--- src/verilog/fetch_pkg.sv ---
package fetch_pkg;

    // ------------------------------------------------------------
    // Address and data
    // ------------------------------------------------------------
    typedef logic [31:0] addr_t;
    typedef logic [31:0] word_t;

    // ------------------------------------------------------------
    // Cache geometry
    // ------------------------------------------------------------
    localparam int OFFSET_WIDTH   = 2;
    localparam int WORD_SEL_WIDTH = 1;
    localparam int LINE_WORDS     = 1 << WORD_SEL_WIDTH;
    localparam int INDEX_WIDTH    = 2;
    localparam int LINES          = 1 << INDEX_WIDTH;
    // Everything above the index is tag
    localparam int TAG_WIDTH      = 32 - INDEX_WIDTH - WORD_SEL_WIDTH - OFFSET_WIDTH;

    typedef logic [TAG_WIDTH-1:0]   tag_t;
    typedef logic [INDEX_WIDTH-1:0] index_t;

    // Cacheable regions
    localparam logic [3:0] REGION_FLASH_NIBBLE = 4'h3;
    localparam logic [7:0] REGION_SRAM_BYTE    = 8'ha0;

    // AXI burst types
    localparam logic [1:0] BURST_FIXED = 2'b00;
    localparam logic [1:0] BURST_INCR  = 2'b01;

    // ------------------------------------------------------------
    // Controller states
    // ------------------------------------------------------------
    typedef enum logic [2:0] {
        IDLE       = 3'd0,
        LOOKUP     = 3'd1,
        REFILL_REQ = 3'd2,
        REFILL     = 3'd3,
        RESPOND    = 3'd4,
        BYPASS     = 3'd5
    } ctrl_state_t;

endpackage

--- src/verilog/icache_line_store.sv ---
`timescale 1ns/100ps

module icache_line_store (
    input  logic                                 clock,
    input  logic                                 reset,
    input  logic                                 clr,

    // Lookup side
    input  fetch_pkg::index_t                    lookup_index,
    input  fetch_pkg::tag_t                      lookup_tag,
    input  logic [fetch_pkg::WORD_SEL_WIDTH-1:0] word_sel,
    output logic                                 lookup_hit,
    output fetch_pkg::word_t                     lookup_word,

    // Refill side
    input  logic                                 fill_we,
    input  logic [fetch_pkg::WORD_SEL_WIDTH-1:0] fill_beat,
    input  fetch_pkg::word_t                     fill_data,
    input  logic                                 fill_done
);

    // ------------------------------------------------------------
    // Storage
    // ------------------------------------------------------------
    logic [fetch_pkg::LINES-1:0] valid;
    fetch_pkg::tag_t             tag_mem  [fetch_pkg::LINES];
    fetch_pkg::word_t            data_mem [fetch_pkg::LINES][fetch_pkg::LINE_WORDS];

    // ------------------------------------------------------------
    // Lookup
    // ------------------------------------------------------------
    // Invalid lines never hit, whatever the tag array holds
    assign lookup_hit  = valid[lookup_index] && (tag_mem[lookup_index] == lookup_tag);
    assign lookup_word = data_mem[lookup_index][word_sel];

    // ------------------------------------------------------------
    // Valid bits
    // ------------------------------------------------------------
    always_ff @(posedge clock or posedge reset) begin
        if (reset) begin
            valid <= '0;
        end else if (clr) begin
            // Invalidate wins over a finishing refill
            valid <= '0;
        end else if (fill_done) begin
            valid[lookup_index] <= 1'b1;
        end
    end

    // ------------------------------------------------------------
    // Tag and data arrays
    // ------------------------------------------------------------
    always_ff @(posedge clock) begin
        if (fill_we) begin
            data_mem[lookup_index][fill_beat] <= fill_data;
        end
        // Tag is written with the last beat
        if (fill_done) begin
            tag_mem[lookup_index] <= lookup_tag;
        end
    end

endmodule

--- src/verilog/icache_ctrl.sv ---
`timescale 1ns/100ps

module icache_ctrl (
    input  logic                                 clock,
    input  logic                                 reset,

    // Fetch port
    input  logic                                 ifu_arvalid,
    output logic                                 ifu_arready,
    input  fetch_pkg::addr_t                     ifu_araddr,
    output logic                                 ifu_rvalid,
    input  logic                                 ifu_rready,
    output fetch_pkg::word_t                     ifu_rdata,
    output logic [1:0]                           ifu_rresp,
    output logic                                 ifu_rlast,

    // Memory port
    output logic                                 mem_arvalid,
    input  logic                                 mem_arready,
    output fetch_pkg::addr_t                     mem_araddr,
    output logic [7:0]                           mem_arlen,
    output logic [1:0]                           mem_arburst,
    input  logic                                 mem_rvalid,
    output logic                                 mem_rready,
    input  fetch_pkg::word_t                     mem_rdata,
    input  logic [1:0]                           mem_rresp,
    input  logic                                 mem_rlast,

    // Line store
    output fetch_pkg::index_t                    lookup_index,
    output fetch_pkg::tag_t                      lookup_tag,
    output logic [fetch_pkg::WORD_SEL_WIDTH-1:0] word_sel,
    input  logic                                 lookup_hit,
    input  fetch_pkg::word_t                     lookup_word,
    output logic                                 fill_we,
    output logic [fetch_pkg::WORD_SEL_WIDTH-1:0] fill_beat,
    output fetch_pkg::word_t                     fill_data,
    output logic                                 fill_done,

    // Performance events
    output logic                                 lookup_done,
    output logic                                 region_is_flash
);

    localparam int LINE_LSB = fetch_pkg::OFFSET_WIDTH + fetch_pkg::WORD_SEL_WIDTH;

    fetch_pkg::ctrl_state_t                state;
    fetch_pkg::addr_t                      req_addr;
    logic [fetch_pkg::WORD_SEL_WIDTH-1:0]  beat_cnt;
    logic                                  in_flash;
    logic                                  in_sram;
    logic                                  cacheable;
    fetch_pkg::addr_t                      line_addr;

    // Region decode on the incoming address
    assign in_flash  = (ifu_araddr[31:28] == fetch_pkg::REGION_FLASH_NIBBLE);
    assign in_sram   = (ifu_araddr[31:24] == fetch_pkg::REGION_SRAM_BYTE);
    assign cacheable = in_flash || in_sram;

    // Fields of the latched request
    assign lookup_index    = req_addr[LINE_LSB +: fetch_pkg::INDEX_WIDTH];
    assign lookup_tag      = req_addr[31 -: fetch_pkg::TAG_WIDTH];
    assign word_sel        = req_addr[fetch_pkg::OFFSET_WIDTH +: fetch_pkg::WORD_SEL_WIDTH];
    assign line_addr       = {req_addr[31:LINE_LSB], {LINE_LSB{1'b0}}};
    assign region_is_flash = (req_addr[31:28] == fetch_pkg::REGION_FLASH_NIBBLE);
    assign lookup_done     = (state == fetch_pkg::LOOKUP);

    // ------------------------------------------------------------
    // State, request address and beat counter
    // ------------------------------------------------------------
    always_ff @(posedge clock or posedge reset) begin
        if (reset) begin
            state    <= fetch_pkg::IDLE;
            beat_cnt <= '0;
        end else begin
            case (state)
                fetch_pkg::IDLE: begin
                    if (ifu_arvalid && ifu_arready) begin
                        state <= cacheable ? fetch_pkg::LOOKUP : fetch_pkg::BYPASS;
                    end
                end
                fetch_pkg::LOOKUP: begin
                    state <= lookup_hit ? fetch_pkg::RESPOND : fetch_pkg::REFILL_REQ;
                end
                fetch_pkg::REFILL_REQ: begin
                    if (mem_arready) begin
                        state    <= fetch_pkg::REFILL;
                        beat_cnt <= '0;
                    end
                end
                fetch_pkg::REFILL: begin
                    if (mem_rvalid) begin
                        beat_cnt <= beat_cnt + 1'b1;
                        if (mem_rlast) begin
                            state <= fetch_pkg::RESPOND;
                        end
                    end
                end
                fetch_pkg::RESPOND: begin
                    // Held here while the fetch unit stalls
                    if (ifu_rready) begin
                        state <= fetch_pkg::IDLE;
                    end
                end
                fetch_pkg::BYPASS: begin
                    if (mem_rvalid && ifu_rready && mem_rlast) begin
                        state <= fetch_pkg::IDLE;
                    end
                end
                default: state <= fetch_pkg::IDLE;
            endcase
        end
    end

    always_ff @(posedge clock) begin
        if (state == fetch_pkg::IDLE && ifu_arvalid && ifu_arready) begin
            req_addr <= ifu_araddr;
        end
    end

    // ------------------------------------------------------------
    // Channel drive
    // ------------------------------------------------------------
    always_comb begin
        ifu_arready = 1'b0;
        ifu_rvalid  = 1'b0;
        ifu_rdata   = lookup_word;
        ifu_rresp   = 2'b00;
        ifu_rlast   = 1'b0;
        mem_arvalid = 1'b0;
        mem_araddr  = line_addr;
        mem_arlen   = 8'(fetch_pkg::LINE_WORDS - 1);
        mem_arburst = fetch_pkg::BURST_INCR;
        mem_rready  = 1'b0;
        fill_we     = 1'b0;
        fill_beat   = beat_cnt;
        fill_data   = mem_rdata;
        fill_done   = 1'b0;
        case (state)
            fetch_pkg::IDLE: begin
                if (cacheable) begin
                    ifu_arready = 1'b1;
                end else begin
                    // Uncached address goes straight to memory
                    ifu_arready = mem_arready;
                    mem_arvalid = ifu_arvalid;
                    mem_araddr  = ifu_araddr;
                    mem_arlen   = 8'd0;
                    mem_arburst = fetch_pkg::BURST_FIXED;
                end
            end
            fetch_pkg::REFILL_REQ: begin
                mem_arvalid = 1'b1;
            end
            fetch_pkg::REFILL: begin
                mem_rready = 1'b1;
                fill_we    = mem_rvalid;
                fill_done  = mem_rvalid && mem_rlast;
            end
            fetch_pkg::RESPOND: begin
                ifu_rvalid = 1'b1;
                ifu_rlast  = 1'b1;
            end
            fetch_pkg::BYPASS: begin
                ifu_rvalid = mem_rvalid;
                ifu_rdata  = mem_rdata;
                ifu_rresp  = mem_rresp;
                ifu_rlast  = mem_rlast;
                mem_rready = ifu_rready;
            end
            default: begin
            end
        endcase
    end

endmodule

--- src/verilog/fetch_perf_counters.sv ---
`timescale 1ns/100ps

module fetch_perf_counters (
    input  logic        clock,
    input  logic        reset,
    input  logic        lookup_done,
    input  logic        lookup_hit,
    input  logic        region_is_flash,
    output logic [31:0] flash_hit,
    output logic [31:0] flash_miss,
    output logic [31:0] sram_hit,
    output logic [31:0] sram_miss
);

    logic flash_hit_ev;
    logic flash_miss_ev;
    logic sram_hit_ev;
    logic sram_miss_ev;

    // Exactly one event per lookup
    assign flash_hit_ev  = lookup_done &&  region_is_flash &&  lookup_hit;
    assign flash_miss_ev = lookup_done &&  region_is_flash && !lookup_hit;
    assign sram_hit_ev   = lookup_done && !region_is_flash &&  lookup_hit;
    assign sram_miss_ev  = lookup_done && !region_is_flash && !lookup_hit;

    // Counters wrap
    always_ff @(posedge clock or posedge reset) begin
        if (reset) begin
            flash_hit  <= '0;
            flash_miss <= '0;
            sram_hit   <= '0;
            sram_miss  <= '0;
        end else begin
            if (flash_hit_ev)  flash_hit  <= flash_hit + 32'd1;
            if (flash_miss_ev) flash_miss <= flash_miss + 32'd1;
            if (sram_hit_ev)   sram_hit   <= sram_hit + 32'd1;
            if (sram_miss_ev)  sram_miss  <= sram_miss + 32'd1;
        end
    end

endmodule

--- src/verilog/fetch_cache_top.sv ---
`timescale 1ns/100ps

module fetch_cache_top (
    input  logic             clock,
    input  logic             reset,
    input  logic             clr,

    // Fetch port
    input  logic             ifu_arvalid,
    output logic             ifu_arready,
    input  fetch_pkg::addr_t ifu_araddr,
    output logic             ifu_rvalid,
    input  logic             ifu_rready,
    output fetch_pkg::word_t ifu_rdata,
    output logic [1:0]       ifu_rresp,
    output logic             ifu_rlast,

    // Memory port
    output logic             mem_arvalid,
    input  logic             mem_arready,
    output fetch_pkg::addr_t mem_araddr,
    output logic [7:0]       mem_arlen,
    output logic [1:0]       mem_arburst,
    input  logic             mem_rvalid,
    output logic             mem_rready,
    input  fetch_pkg::word_t mem_rdata,
    input  logic [1:0]       mem_rresp,
    input  logic             mem_rlast,

    // Hit and miss counters
    output logic [31:0]      flash_hit,
    output logic [31:0]      flash_miss,
    output logic [31:0]      sram_hit,
    output logic [31:0]      sram_miss
);

    // ------------------------------------------------------------
    // Controller to store and counters
    // ------------------------------------------------------------
    fetch_pkg::index_t                    lookup_index;
    fetch_pkg::tag_t                      lookup_tag;
    logic [fetch_pkg::WORD_SEL_WIDTH-1:0] word_sel;
    logic                                 lookup_hit;
    fetch_pkg::word_t                     lookup_word;
    logic                                 fill_we;
    logic [fetch_pkg::WORD_SEL_WIDTH-1:0] fill_beat;
    fetch_pkg::word_t                     fill_data;
    logic                                 fill_done;
    logic                                 lookup_done;
    logic                                 region_is_flash;

    icache_ctrl u_ctrl (
        .clock           (clock),
        .reset           (reset),
        .ifu_arvalid     (ifu_arvalid),
        .ifu_arready     (ifu_arready),
        .ifu_araddr      (ifu_araddr),
        .ifu_rvalid      (ifu_rvalid),
        .ifu_rready      (ifu_rready),
        .ifu_rdata       (ifu_rdata),
        .ifu_rresp       (ifu_rresp),
        .ifu_rlast       (ifu_rlast),
        .mem_arvalid     (mem_arvalid),
        .mem_arready     (mem_arready),
        .mem_araddr      (mem_araddr),
        .mem_arlen       (mem_arlen),
        .mem_arburst     (mem_arburst),
        .mem_rvalid      (mem_rvalid),
        .mem_rready      (mem_rready),
        .mem_rdata       (mem_rdata),
        .mem_rresp       (mem_rresp),
        .mem_rlast       (mem_rlast),
        .lookup_index    (lookup_index),
        .lookup_tag      (lookup_tag),
        .word_sel        (word_sel),
        .lookup_hit      (lookup_hit),
        .lookup_word     (lookup_word),
        .fill_we         (fill_we),
        .fill_beat       (fill_beat),
        .fill_data       (fill_data),
        .fill_done       (fill_done),
        .lookup_done     (lookup_done),
        .region_is_flash (region_is_flash)
    );

    icache_line_store u_store (
        .clock        (clock),
        .reset        (reset),
        .clr          (clr),
        .lookup_index (lookup_index),
        .lookup_tag   (lookup_tag),
        .word_sel     (word_sel),
        .lookup_hit   (lookup_hit),
        .lookup_word  (lookup_word),
        .fill_we      (fill_we),
        .fill_beat    (fill_beat),
        .fill_data    (fill_data),
        .fill_done    (fill_done)
    );

    fetch_perf_counters u_perf (
        .clock           (clock),
        .reset           (reset),
        .lookup_done     (lookup_done),
        .lookup_hit      (lookup_hit),
        .region_is_flash (region_is_flash),
        .flash_hit       (flash_hit),
        .flash_miss      (flash_miss),
        .sram_hit        (sram_hit),
        .sram_miss       (sram_miss)
    );

endmodule

--- config.mk ---
export PLATFORM = sky130hd
export DESIGN_NAME = fetch_cache_top
export DESIGN_NICKNAME = d
export VERILOG_FILES = /design/src/verilog/fetch_pkg.sv /design/src/verilog/icache_line_store.sv /design/src/verilog/icache_ctrl.sv /design/src/verilog/fetch_perf_counters.sv /design/src/verilog/fetch_cache_top.sv
export SDC_FILE = /design/constraint.sdc
export NUM_CORES = 1
export LEC_CHECK = 0
export ABC_AREA = 1
export BUFFER_PORTS_ARGS = -buffer_cell sky130_fd_sc_hd__buf_2
export CAP_MARGIN = 20
export CORE_AREA = 2 2 272 381
export CTS_CLUSTER_SIZE = 16
export DETAILED_ROUTE_END_ITERATION = 12
export DIE_AREA = 0 0 274 383
export PLACE_DENSITY = 0.45
export SYNTH_ARGS = -nofsm -noshare
export SYNTH_HDL_FRONTEND = slang
export SYNTH_SLANG_ARGS = --single-unit
--- constraint.sdc ---
create_clock -name clock -period 3.4 [get_ports clock]
set_input_delay 0 -clock clock [delete_from_list [all_inputs] [get_ports clock]]
set_output_delay 0 -clock clock [all_outputs]
set_load 0.01 [all_outputs]
==> results of run 1 <==
==> worst paths after layout <==
kind / from / to / slack [ns] / cells past startpoint
worst max-delay path: flop / ifu_rdata[28] / 0.29 / 7
worst min-delay path: reset / u_perf.flash_hit[4] / 0.03 / 3
worst max register to register: u_ctrl.state[1] / u_ctrl.state[1] / 0.33 / 11
worst min register to register: u_perf.flash_miss[31] / u_perf.flash_miss[31] / 0.52 / 2
max in group asynchronous: reset / u_perf.sram_miss[23] / 2.38 / 4
min in group clock: ifu_araddr[9] / u_ctrl.req_addr[9] / 0.06 / 2
==> power by group through the flow <==
stage,Sequential [mW],Combinational (mW),Clock (mW)
after global routing,7.38,4.60,6.87
after floorplan,7.44,2.47,0
after detailed placement,7.49,4.11,0
after CTS,7.36,4.22,6.62
final,7.36,4.11,6.41
after global placement,7.50,4.11,0
==> metrics by stage <==
step,cell area [um2],power (mW),utilization (%),setup WS [ns]
4_1_cts,30800,18.2,30.3,0.130
3_5_place_dp,28200,11.6,27.7,0.515
6_report,30800,17.9,30.3,0.287
3_3_place_gp,28200,11.6,27.7,0.463
2_1_floorplan,25200,9.91,-,0.459
5_1_grt,30800,18.8,30.3,0.0210
==> sequential cells by signal, summed over array words and instances (netlist names), named ones only <==
name               count
u_store.data_mem     256
u_store.tag_mem      108
u_perf.flash_hit      32
u_perf.flash_miss     32
u_perf.sram_hit       32
u_perf.sram_miss      32
u_ctrl.req_addr       30
u_store.valid          4
u_ctrl.state           3
u_ctrl.fill_beat       1
==> critical path: cells and delay by family (launching register included) <==
kind                   cells  cell delay, ns
AO/OA/AOI/OAI              2            0.48
flip-flops                 1            0.41
AND/OR/NAND/NOR            2            0.25
buffers and inverters      3            1.24
==> kinds of logic (layout without fill, tap and decap cells) <==
family,after synthesis,count (layout)
multiplexers,15,15
AND/OR/NAND/NOR,1465,1465
XOR/XNOR,87,87
flip-flops,532,532
AO/OA/AOI/OAI,245,245
buffers and inverters,290,667
other,1,9
adder cells (fa/ha/maj),4,4
==> routing by layer <==
layer | share of wire, % | wire length [um]
met2 | 50 | 39900
met3 | 5.4 | 4350
met5 | 0.073 | 59
met1 | 43 | 34500
met4 | 1.9 | 1490
==> area by class of cell <==
class,count,area share (%)
inverter,164,2.02
antenna,1,0.00811
timing repair buffer,393,8.21
tap,1339,5.43
clock inverter,34,1.08
sequential,532,49.5
clock buffer,76,5.22
multi-input combinational,1824,28.5
==> repair_timing <==
item / 4_1_cts / 5_1_grt
hold endpoints to repair: 381 / 0
setup endpoints to repair: 2 / 0
resized for setup: 1 / 0
hold buffers: 70 / 0
==> cells in the final DEF (no fill, tap or decap), types with 3 or more instances in the layout <==
cell type / instances
o221ai_1: 65
edfxtp_1: 394
clkbuf_16: 59
nor2_4: 16
inv_6: 5
xor2_1: 60
buf_12: 7
clkinv_4: 3
bufinv_16: 3
buf_2: 274
mux2_2: 15
clkinv_1: 9
inv_1: 159
nand3_2: 4
nand3_1: 176
ha_1: 4
nand4_1: 90
nor3_1: 55
o21ai_1: 14
clkinvlp_4: 5
dlygate4sd3_1: 70
clkbuf_1: 10
nor2_1: 283
o21ai_0: 145
conb_1: 8
clkbuf_8: 7
xnor2_1: 27
nand2_1: 795
nand3b_1: 19
clkinv_2: 9
nor4_1: 22
dfrtp_1: 136
buf_4: 41
a21oi_1: 19
==> out/results.tsv, run 1 <==
stage	metric	value	unit
outcome	status	complete, no violations	
pwr	combPwrFrac	23.0	%
synthesis	synth.top_cell.area_share	47.0	%
synthesis	synth_top_family_by_area	simple AND/OR/NAND/NOR gates	
setup_path	slowest_delay	0.75	ns
clock_network	h-tree-depth	2	
setup_path	critical_path.max_fanout	80	
setup_path	crit_path_start_kind	flop	
grt	grt_start_max_net_pins	81	
setup_path	crit_arrival	3.11	ns
die	fp-row-count	139	
sta	post-route-period-util	91.6	%
clock_network	post_cts_buffers	0	
setup_path	crit_chain	inv_6, buf_4, o21ai_0, o221ai_1, nand3_1, nand2_1, buf_2	
clock_network	clk_path_buf_depth	3	
synthesis	synthXorXnorAreaFrac	3.03	%
synthesis	synthArstFlopShare	25.6	%
sta	tightest_slew	0.915	ns
synthesis	netlist_area	25200	um2
clock_network	cts_tree	done	
placement	portBuffers	274	
route	drc	0	
grt	grt_pass1_wl	122000	um
placement	hpwl	53100	um
sta	final.min_clock_period	3.11	ns
pwr	powerDensity	580	nW/um2
sta	rsz0062_at_grt	false	
die	chipWidth	274	um
synthesis	ys_seq_area_share	60.7	%
cells_and_area	layout.cells.non_filler	4363	
cells_and_area	seq_area	15300	um2
synthesis	synth_simple_gate_area_share	24.6	%
route	via_per_inst	4.57	
pwr	ir_drop	413	uV
synthesis	synthFlopType	edfxtp_1	
sta	hold_viol_final	0	
synthesis	yosysUniqueCellTypes	35	
placement	place_congestion	0.895	
route	vias	19900	
pwr	p_sw_share	32.6	%
pwr	netSwitchingPower	5.83	mW
die	core	102000	um2
die	die-area	105000	um2
run	maxCapViolCount	0	
route	final_antenna_net_count	0	
sta	max_freq	0.321	GHz
grt	use_met3	2.95	%
setup_path	critical_path.slowest_cell	buf_4	
clock_network	clock_latency	0.65	ns
sta	setup_tns	0	ns
die	start_util	24.7	%
sta	final.setup_skew	0.0470	ns
cells_and_area	fill_cells	10800	
route	firstDrtPassIters	7	
grt	antenna_found_initial	6	
sta	finalSetupViolations	0	
synthesis	synth_commonest_cells	nand2_1 (795), edfxtp_1 (394), nor2_1 (298)	
clock_network	clkSinkCount	532	
pwr	seq_power_share	41.2	%
clock_network	clk_pin_slew	0.06	ns
clock_network	cts_buffers	59	
pwr	p_leak	12.5	nW
synthesis	synth.area.top_cells	edfxtp_1 (47%), dfrtp_1 (14%), nand2_1 (12%)	
sta	slew_viol_final	0	
grt	grt-ovfl-total	0	
sta	slew_headroom	38.5	%
setup_path	crit_required	3.40	ns
sta	worst_hold_slack	0.0291	ns
synthesis	synth-edff-count	394	
grt	use_met2	26.5	%
die	io_pins	283	
die	die_h	383	um
clock_network	cts-root-buf	clkbuf_16	
placement	dp_cells	4182	
cells_and_area	multi_input_area	8790	um2
synthesis	syn-instance-count	2639	
synthesis	yosysWarnings	0	
synthesis	synthMuxAreaShare	0.671	%
route	routedWlPerCell	18.4	um
synthesis	syn_avg_cell_area	9.53	um2
grt	grt_pass1_vias	19900	
synthesis	synth_fa_ha_area_share	0.199	%
pwr	intPower	12.0	mW
setup_path	setup.worst_path.class	reg -> out	
grt	gr-usage-met1	18.7	%
route	initialDrtViolationCount	1243	
pwr	power.share.clock	35.8	%
synthesis	synthMostInstantiatedCell	nand2_1	
synthesis	synth_largest_area_cell	edfxtp_1	
synthesis	synth_compound_area_share	5.87	%
synthesis	synth.ff_latch_count	532	
cells_and_area	drive_gt1_share	15.2	%
grt	grt_usage	15.0	%
min_path	hold_class	in -> async	
route	wl	80300	um
grt	grt.busiest_layer	met2	
setup_path	endpoint_kind	output pin	
cells_and_area	final_nets	3052	
cells_and_area	area_delta_synth_final	22.6	%
Power figures use the tool's default switching activity.
==> run 2, diff against run 1 <==
- RECOVER_POWER: default -> 25
==> out/results.tsv, run 2 (synthesized netlist as in run 1, its figures left out) <==
stage	metric	value	unit
min_path	hold_class	in -> reg	
pwr	power	17.9	mW
grt	grt-ovfl-total	0	
grt	antenna_found_initial	6	
clock_network	h-tree-depth	2	
run	maxCapViolCount	1	
die	chipWidth	274	um
placement	place_congestion	0.895	
setup_path	cp-endpoint	ifu_rdata[11]	
placement	dp_cells	4182	
sta	final.min_clock_period	3.11	ns
setup_path	crit_path_start_kind	flop	
clock_network	cts_buffers	59	
sta	slew_viol_final	31	
setup_path	r2r_end	u_ctrl.state[1]	
sta	setup_tns	0	ns
cells_and_area	final_nets	3052	
route	initialDrtViolationCount	1176	
clock_network	cts_tree	done	
clock_network	clock_latency	0.65	ns
setup_path	crit_arrival	3.11	ns
die	io_pins	283	
sta	slew_headroom	-5.16	%
setup_path	r2r-start	u_ctrl.state[1]	
die	die-area	105000	um2
setup_path	crit_required	3.40	ns
sta	final.setup_skew	0.0472	ns
cells_and_area	final_cell_mix	nand2_1 (795), edfxtp_1 (394), nor2_1 (283)	
die	fp-row-count	139	
outcome	violations	max-capacitance violations, max-slew violations	
clock_network	clkSinkCount	532	
route	routedWlPerCell	18.4	um
setup_path	endpoint_kind	output pin	
clock_network	cts-root-buf	clkbuf_16	
clock_network	clk_pin_slew	0.06	ns
sta	hold_viol_final	0	
sta	tightest_slew	1.57	ns
die	die_h	383	um
placement	portBuffers	274	
grt	grt_pass1_vias	19900	
route	drc	0	
route	final_antenna_net_count	0	
placement	hpwl	53100	um
sta	worst_hold_slack	0.0586	ns
cells_and_area	layout_commonest_cell	nand2_1	
cells_and_area	largest_reg_flops	256	
setup_path	critical_path.max_fanout	79	
pwr	p_leak	12.3	nW
outcome	status	complete, but fails checks	
sta	max_freq	0.322	GHz
cells_and_area	drive_gt1_share	13.3	%
cells_and_area	area_delta_synth_final	22.3	%
route	firstDrtPassIters	5	
cells_and_area	regMostFlops	u_store.data_mem	
grt	grt_usage	15.0	%
die	start_util	24.7	%
sta	finalSetupViolations	0	
pwr	powerDensity	581	nW/um2
route	via_per_inst	4.56	
cells_and_area	layout.cells.non_filler	4363	
setup_path	setup.worst_path.class	reg -> out	
sta	rsz0062_at_grt	false	
grt	grt_pass1_wl	122000	um
sta	post-route-period-util	91.4	%
route	vias	19900	
clock_network	post_cts_buffers	0	
setup_path	r2r_slack	0.33	ns
clock_network	clk_path_buf_depth	3	
route	wl	80200	um
setup_path	r2r_cells	11	
cells_and_area	top_regs	u_store.data_mem x256, u_store.tag_mem x108	
die	core	102000	um2
grt	grt_start_max_net_pins	81	
pwr	ir_drop	413	uV
run 2: cell count changes in the layout (fill, tap and decap cells not counted), sizes merged:
cell and change:
buf -58, clkbuf +58
run 2: timing repair:
action / 4_1_cts / 5_1_grt
resized for setup: 1 / 0
setup endpoints to repair: 2 / 0
hold endpoints to repair: 381 / 0
hold buffers: 70 / 0
run 2: how the worst min path moves through the flow:
| stage | slack [ns] | endpoint | cells past startpoint | start |
|---|---|---|---|---|
| 2_1_floorplan | 0.06 | u_store.valid[0] | 1 | clr |
| 5_1_grt | 0.01 | u_ctrl.req_addr[9] | 2 | ifu_araddr[9] |
| 3_5_place_dp | 0.18 | u_perf.sram_hit[25] | 2 | reset |
| 3_3_place_gp | 0.18 | u_perf.sram_hit[25] | 2 | reset |
| 6_report | 0.06 | u_ctrl.req_addr[9] | 2 | ifu_araddr[9] |
| 4_1_cts | 0.002 | u_ctrl.req_addr[9] | 2 | ifu_araddr[9] |
run 2: cell type report:
cell class	count	area, um2
fillers	10800	71100
flip-flops and latches	532	15300
multi-input cells	1824	8790
repair buffers	393	2460
well taps	1339	1680
clock buffers	76	1610
inverters	164	622
clock inverters	34	333
diodes	1	2.50
run 2: power breakdown:
group	internal (mW)	total (mW)	switching, mW	leakage (nW)
clock	3.60	6.41	2.81	0.940
sequential	7.19	7.36	0.172	5.45
combinational	1.25	4.10	2.85	5.92
run 2: critical path, cell delays in order (launching register included):
cell and delay, ns:
dfxtp_4 0.46, buf_6 0.52, buf_4 0.57, o21ai_0 0.19
o221ai_1 0.31, nand3_1 0.15, nand2_1 0.07, buf_2 0.12
run 2: routing by layer:
metal | routed length [um] | GRT usage, % | share of wire (%)
met3 | 4270 | 2.95 | 5.3
met2 | 39800 | 26.5 | 50
met4 | 1440 | 3.63 | 1.8
met5 | 59 | 0 | 0.074
met1 | 34600 | 18.7 | 43
run 2: per-stage QoR:
stage               area (um2)  util, %  setup slack, ns
floorplan                25200        -            0.459
global placement         28200     27.7            0.463
detailed placement       28200     27.7            0.515
CTS                      30800     30.3            0.130
global route             30800     30.2           0.0210
finish                   30800     30.2            0.292
==> run 3, diff against run 2 <==
- PLACE_DENSITY: 0.45 -> 0.43
- clock period: 3.4 -> 3.9 ns (I/O delays scaled with it)
==> out/results.tsv, run 3 (synthesized netlist as in run 1, its figures left out) <==
stage	metric	value	unit
cells_and_area	area_delta_synth_final	22.4	%
min_path	hp-start	ifu_araddr[6]	
grt	grt-ovfl-total	0	
grt	antenna_found_initial	5	
clock_network	clock_latency	0.64	ns
clock_network	clk_path_buf_depth	3	
die	fp-row-count	139	
sta	tightest_slew	2.21	ns
route	drc	0	
route	initialDrtViolationCount	1075	
die	io_pins	283	
sta	rsz0062_at_grt	false	
pwr	powerDensity	521	nW/um2
sta	hold_viol_final	0	
setup_path	r2r-start	u_ctrl.state[1]	
sta	finalSetupViolations	0	
cells_and_area	drive_gt1_share	13.1	%
setup_path	setup.worst_path.class	reg -> out	
sta	final.setup_skew	0.0236	ns
grt	grt_pass1_wl	123000	um
pwr	seq_power_share	40.1	%
pwr	combPwrFrac	21.8	%
clock_network	cts_tree	done	
placement	place_congestion	0.878	
pwr	intPower	11.0	mW
clock_network	cts-root-buf	clkbuf_16	
cells_and_area	top_regs	u_store.data_mem x256, u_store.tag_mem x108	
die	chipWidth	274	um
min_path	hold_class	in -> reg	
route	via_per_inst	4.54	
cells_and_area	largest_reg_flops	256	
pwr	power	16.0	mW
die	die_h	383	um
run	maxCapViolCount	1	
clock_network	cts_buffers	60	
outcome	violations	max-capacitance violations, max-slew violations	
setup_path	crit_path_start_kind	flop	
cells_and_area	regMostFlops	u_store.data_mem	
outcome	status	complete, but fails checks	
die	core	102000	um2
placement	dpl-instance-area	28100	um2
min_path	whs_path_depth	2	
clock_network	post_cts_buffers	0	
sta	setup_tns	0	ns
pwr	p_sw_share	31.6	%
route	final_antenna_net_count	0	
placement	portBuffers	274	
cells_and_area	final_cell_mix	nand2_1 (795), edfxtp_1 (394), nor2_1 (283)	
pwr	ir_drop	378	uV
grt	grt_usage	15.3	%
route	wl	81200	um
sta	final.min_clock_period	3.21	ns
cells_and_area	fill_cells	10800	
route	vias	19800	
setup_path	crit_arrival	3.21	ns
cells_and_area	final_cell_area	30800	um2
cells_and_area	seq_area	15300	um2
route	firstDrtPassIters	5	
grt	grt_start_max_net_pins	93	
sta	worst_hold_slack	0.0827	ns
sta	post-route-period-util	82.4	%
pwr	power.share.clock	38.1	%
clock_network	clkSinkCount	532	
clock_network	clk_pin_slew	0.06	ns
clock_network	h-tree-depth	2	
pwr	netSwitchingPower	5.07	mW
pwr	p_leak	12.3	nW
grt	grt_pass1_vias	19900	
sta	slew_viol_final	92	
die	start_util	24.7	%
setup_path	endpoint_kind	output pin	
setup_path	crit_required	3.90	ns
setup_path	r2r_cells	11	
sta	max_freq	0.311	GHz
cells_and_area	final_nets	3043	
setup_path	critical_path.max_fanout	57	
cells_and_area	layout_commonest_cell	nand2_1	
placement	hpwl	52500	um
placement	dp_cells	4172	
cells_and_area	multi_input_area	8790	um2
route	routedWlPerCell	18.6	um
sta	slew_headroom	-47.2	%
die	die-area	105000	um2
cells_and_area	layout.cells.non_filler	4354	
[run 3: timing repair]
action	in CTS	in global routing
gates resized for setup	0	0
hold buffers	70	0
endpoints found under the hold margin	387	0
[run 3: layout make-up]
| class | instances | area share, % |
|---|---|---|
| clock inverters | 43 | 1.82 |
| flip-flops and latches | 532 | 49.6 |
| inverters | 164 | 2.03 |
| multi-input cells | 1824 | 28.5 |
| clock buffers | 68 | 5.00 |
| repair buffers | 383 | 7.56 |
| diodes | 1 | 0.00812 |
| well taps | 1339 | 5.44 |
[run 3: power by group through the flow]
stage,sequential (mW),combinational (mW),clock [mW]
detailed placement,6.55,3.50,0
CTS,6.44,3.60,6.35
floorplan,6.49,2.16,0
global route,6.46,3.94,6.54
global placement,6.55,3.52,0
finish,6.43,3.50,6.11
[run 3: worst paths after layout]
kind	slack (ns)	end
min in group asynchronous	0.53	u_perf.flash_hit[13]
hold reg to reg	0.52	u_store.valid[3]
hold / removal	0.08	u_ctrl.req_addr[6]
max in group asynchronous	2.17	u_perf.sram_miss[25]
setup reg to reg	0.73	u_ctrl.state[1]
setup / recovery	0.69	ifu_rdata[28]
[run 3: worst max-delay path, stage by stage (launching register included)]
cell      delay (ns)
dfxtp_4         0.55
buf_4           0.50
buf_4           0.59
o21ai_0         0.19
o221ai_1        0.22
nand3_1         0.11
nand2_1         0.18
buf_2           0.16
[run 3: stage by stage]
stage	setup slack, ns	utilization [%]
after detailed placement	0.721	27.5
final	0.687	30.2
after floorplan	0.261	-
after global routing	0.359	30.2
after CTS	0.523	30.3
after global placement	0.759	27.5
[run 3: routing by layer]
metal	global-route usage (%)	wire (um)	up-vias	part of all wire (%)
li1	-	-	9655	-
met1	18.7	34500	9495	43
met5	0	55	-	0.068
met3	3.14	4100	141	5.1
met2	26.6	39900	459	49
met4	5.19	2590	8	3.2
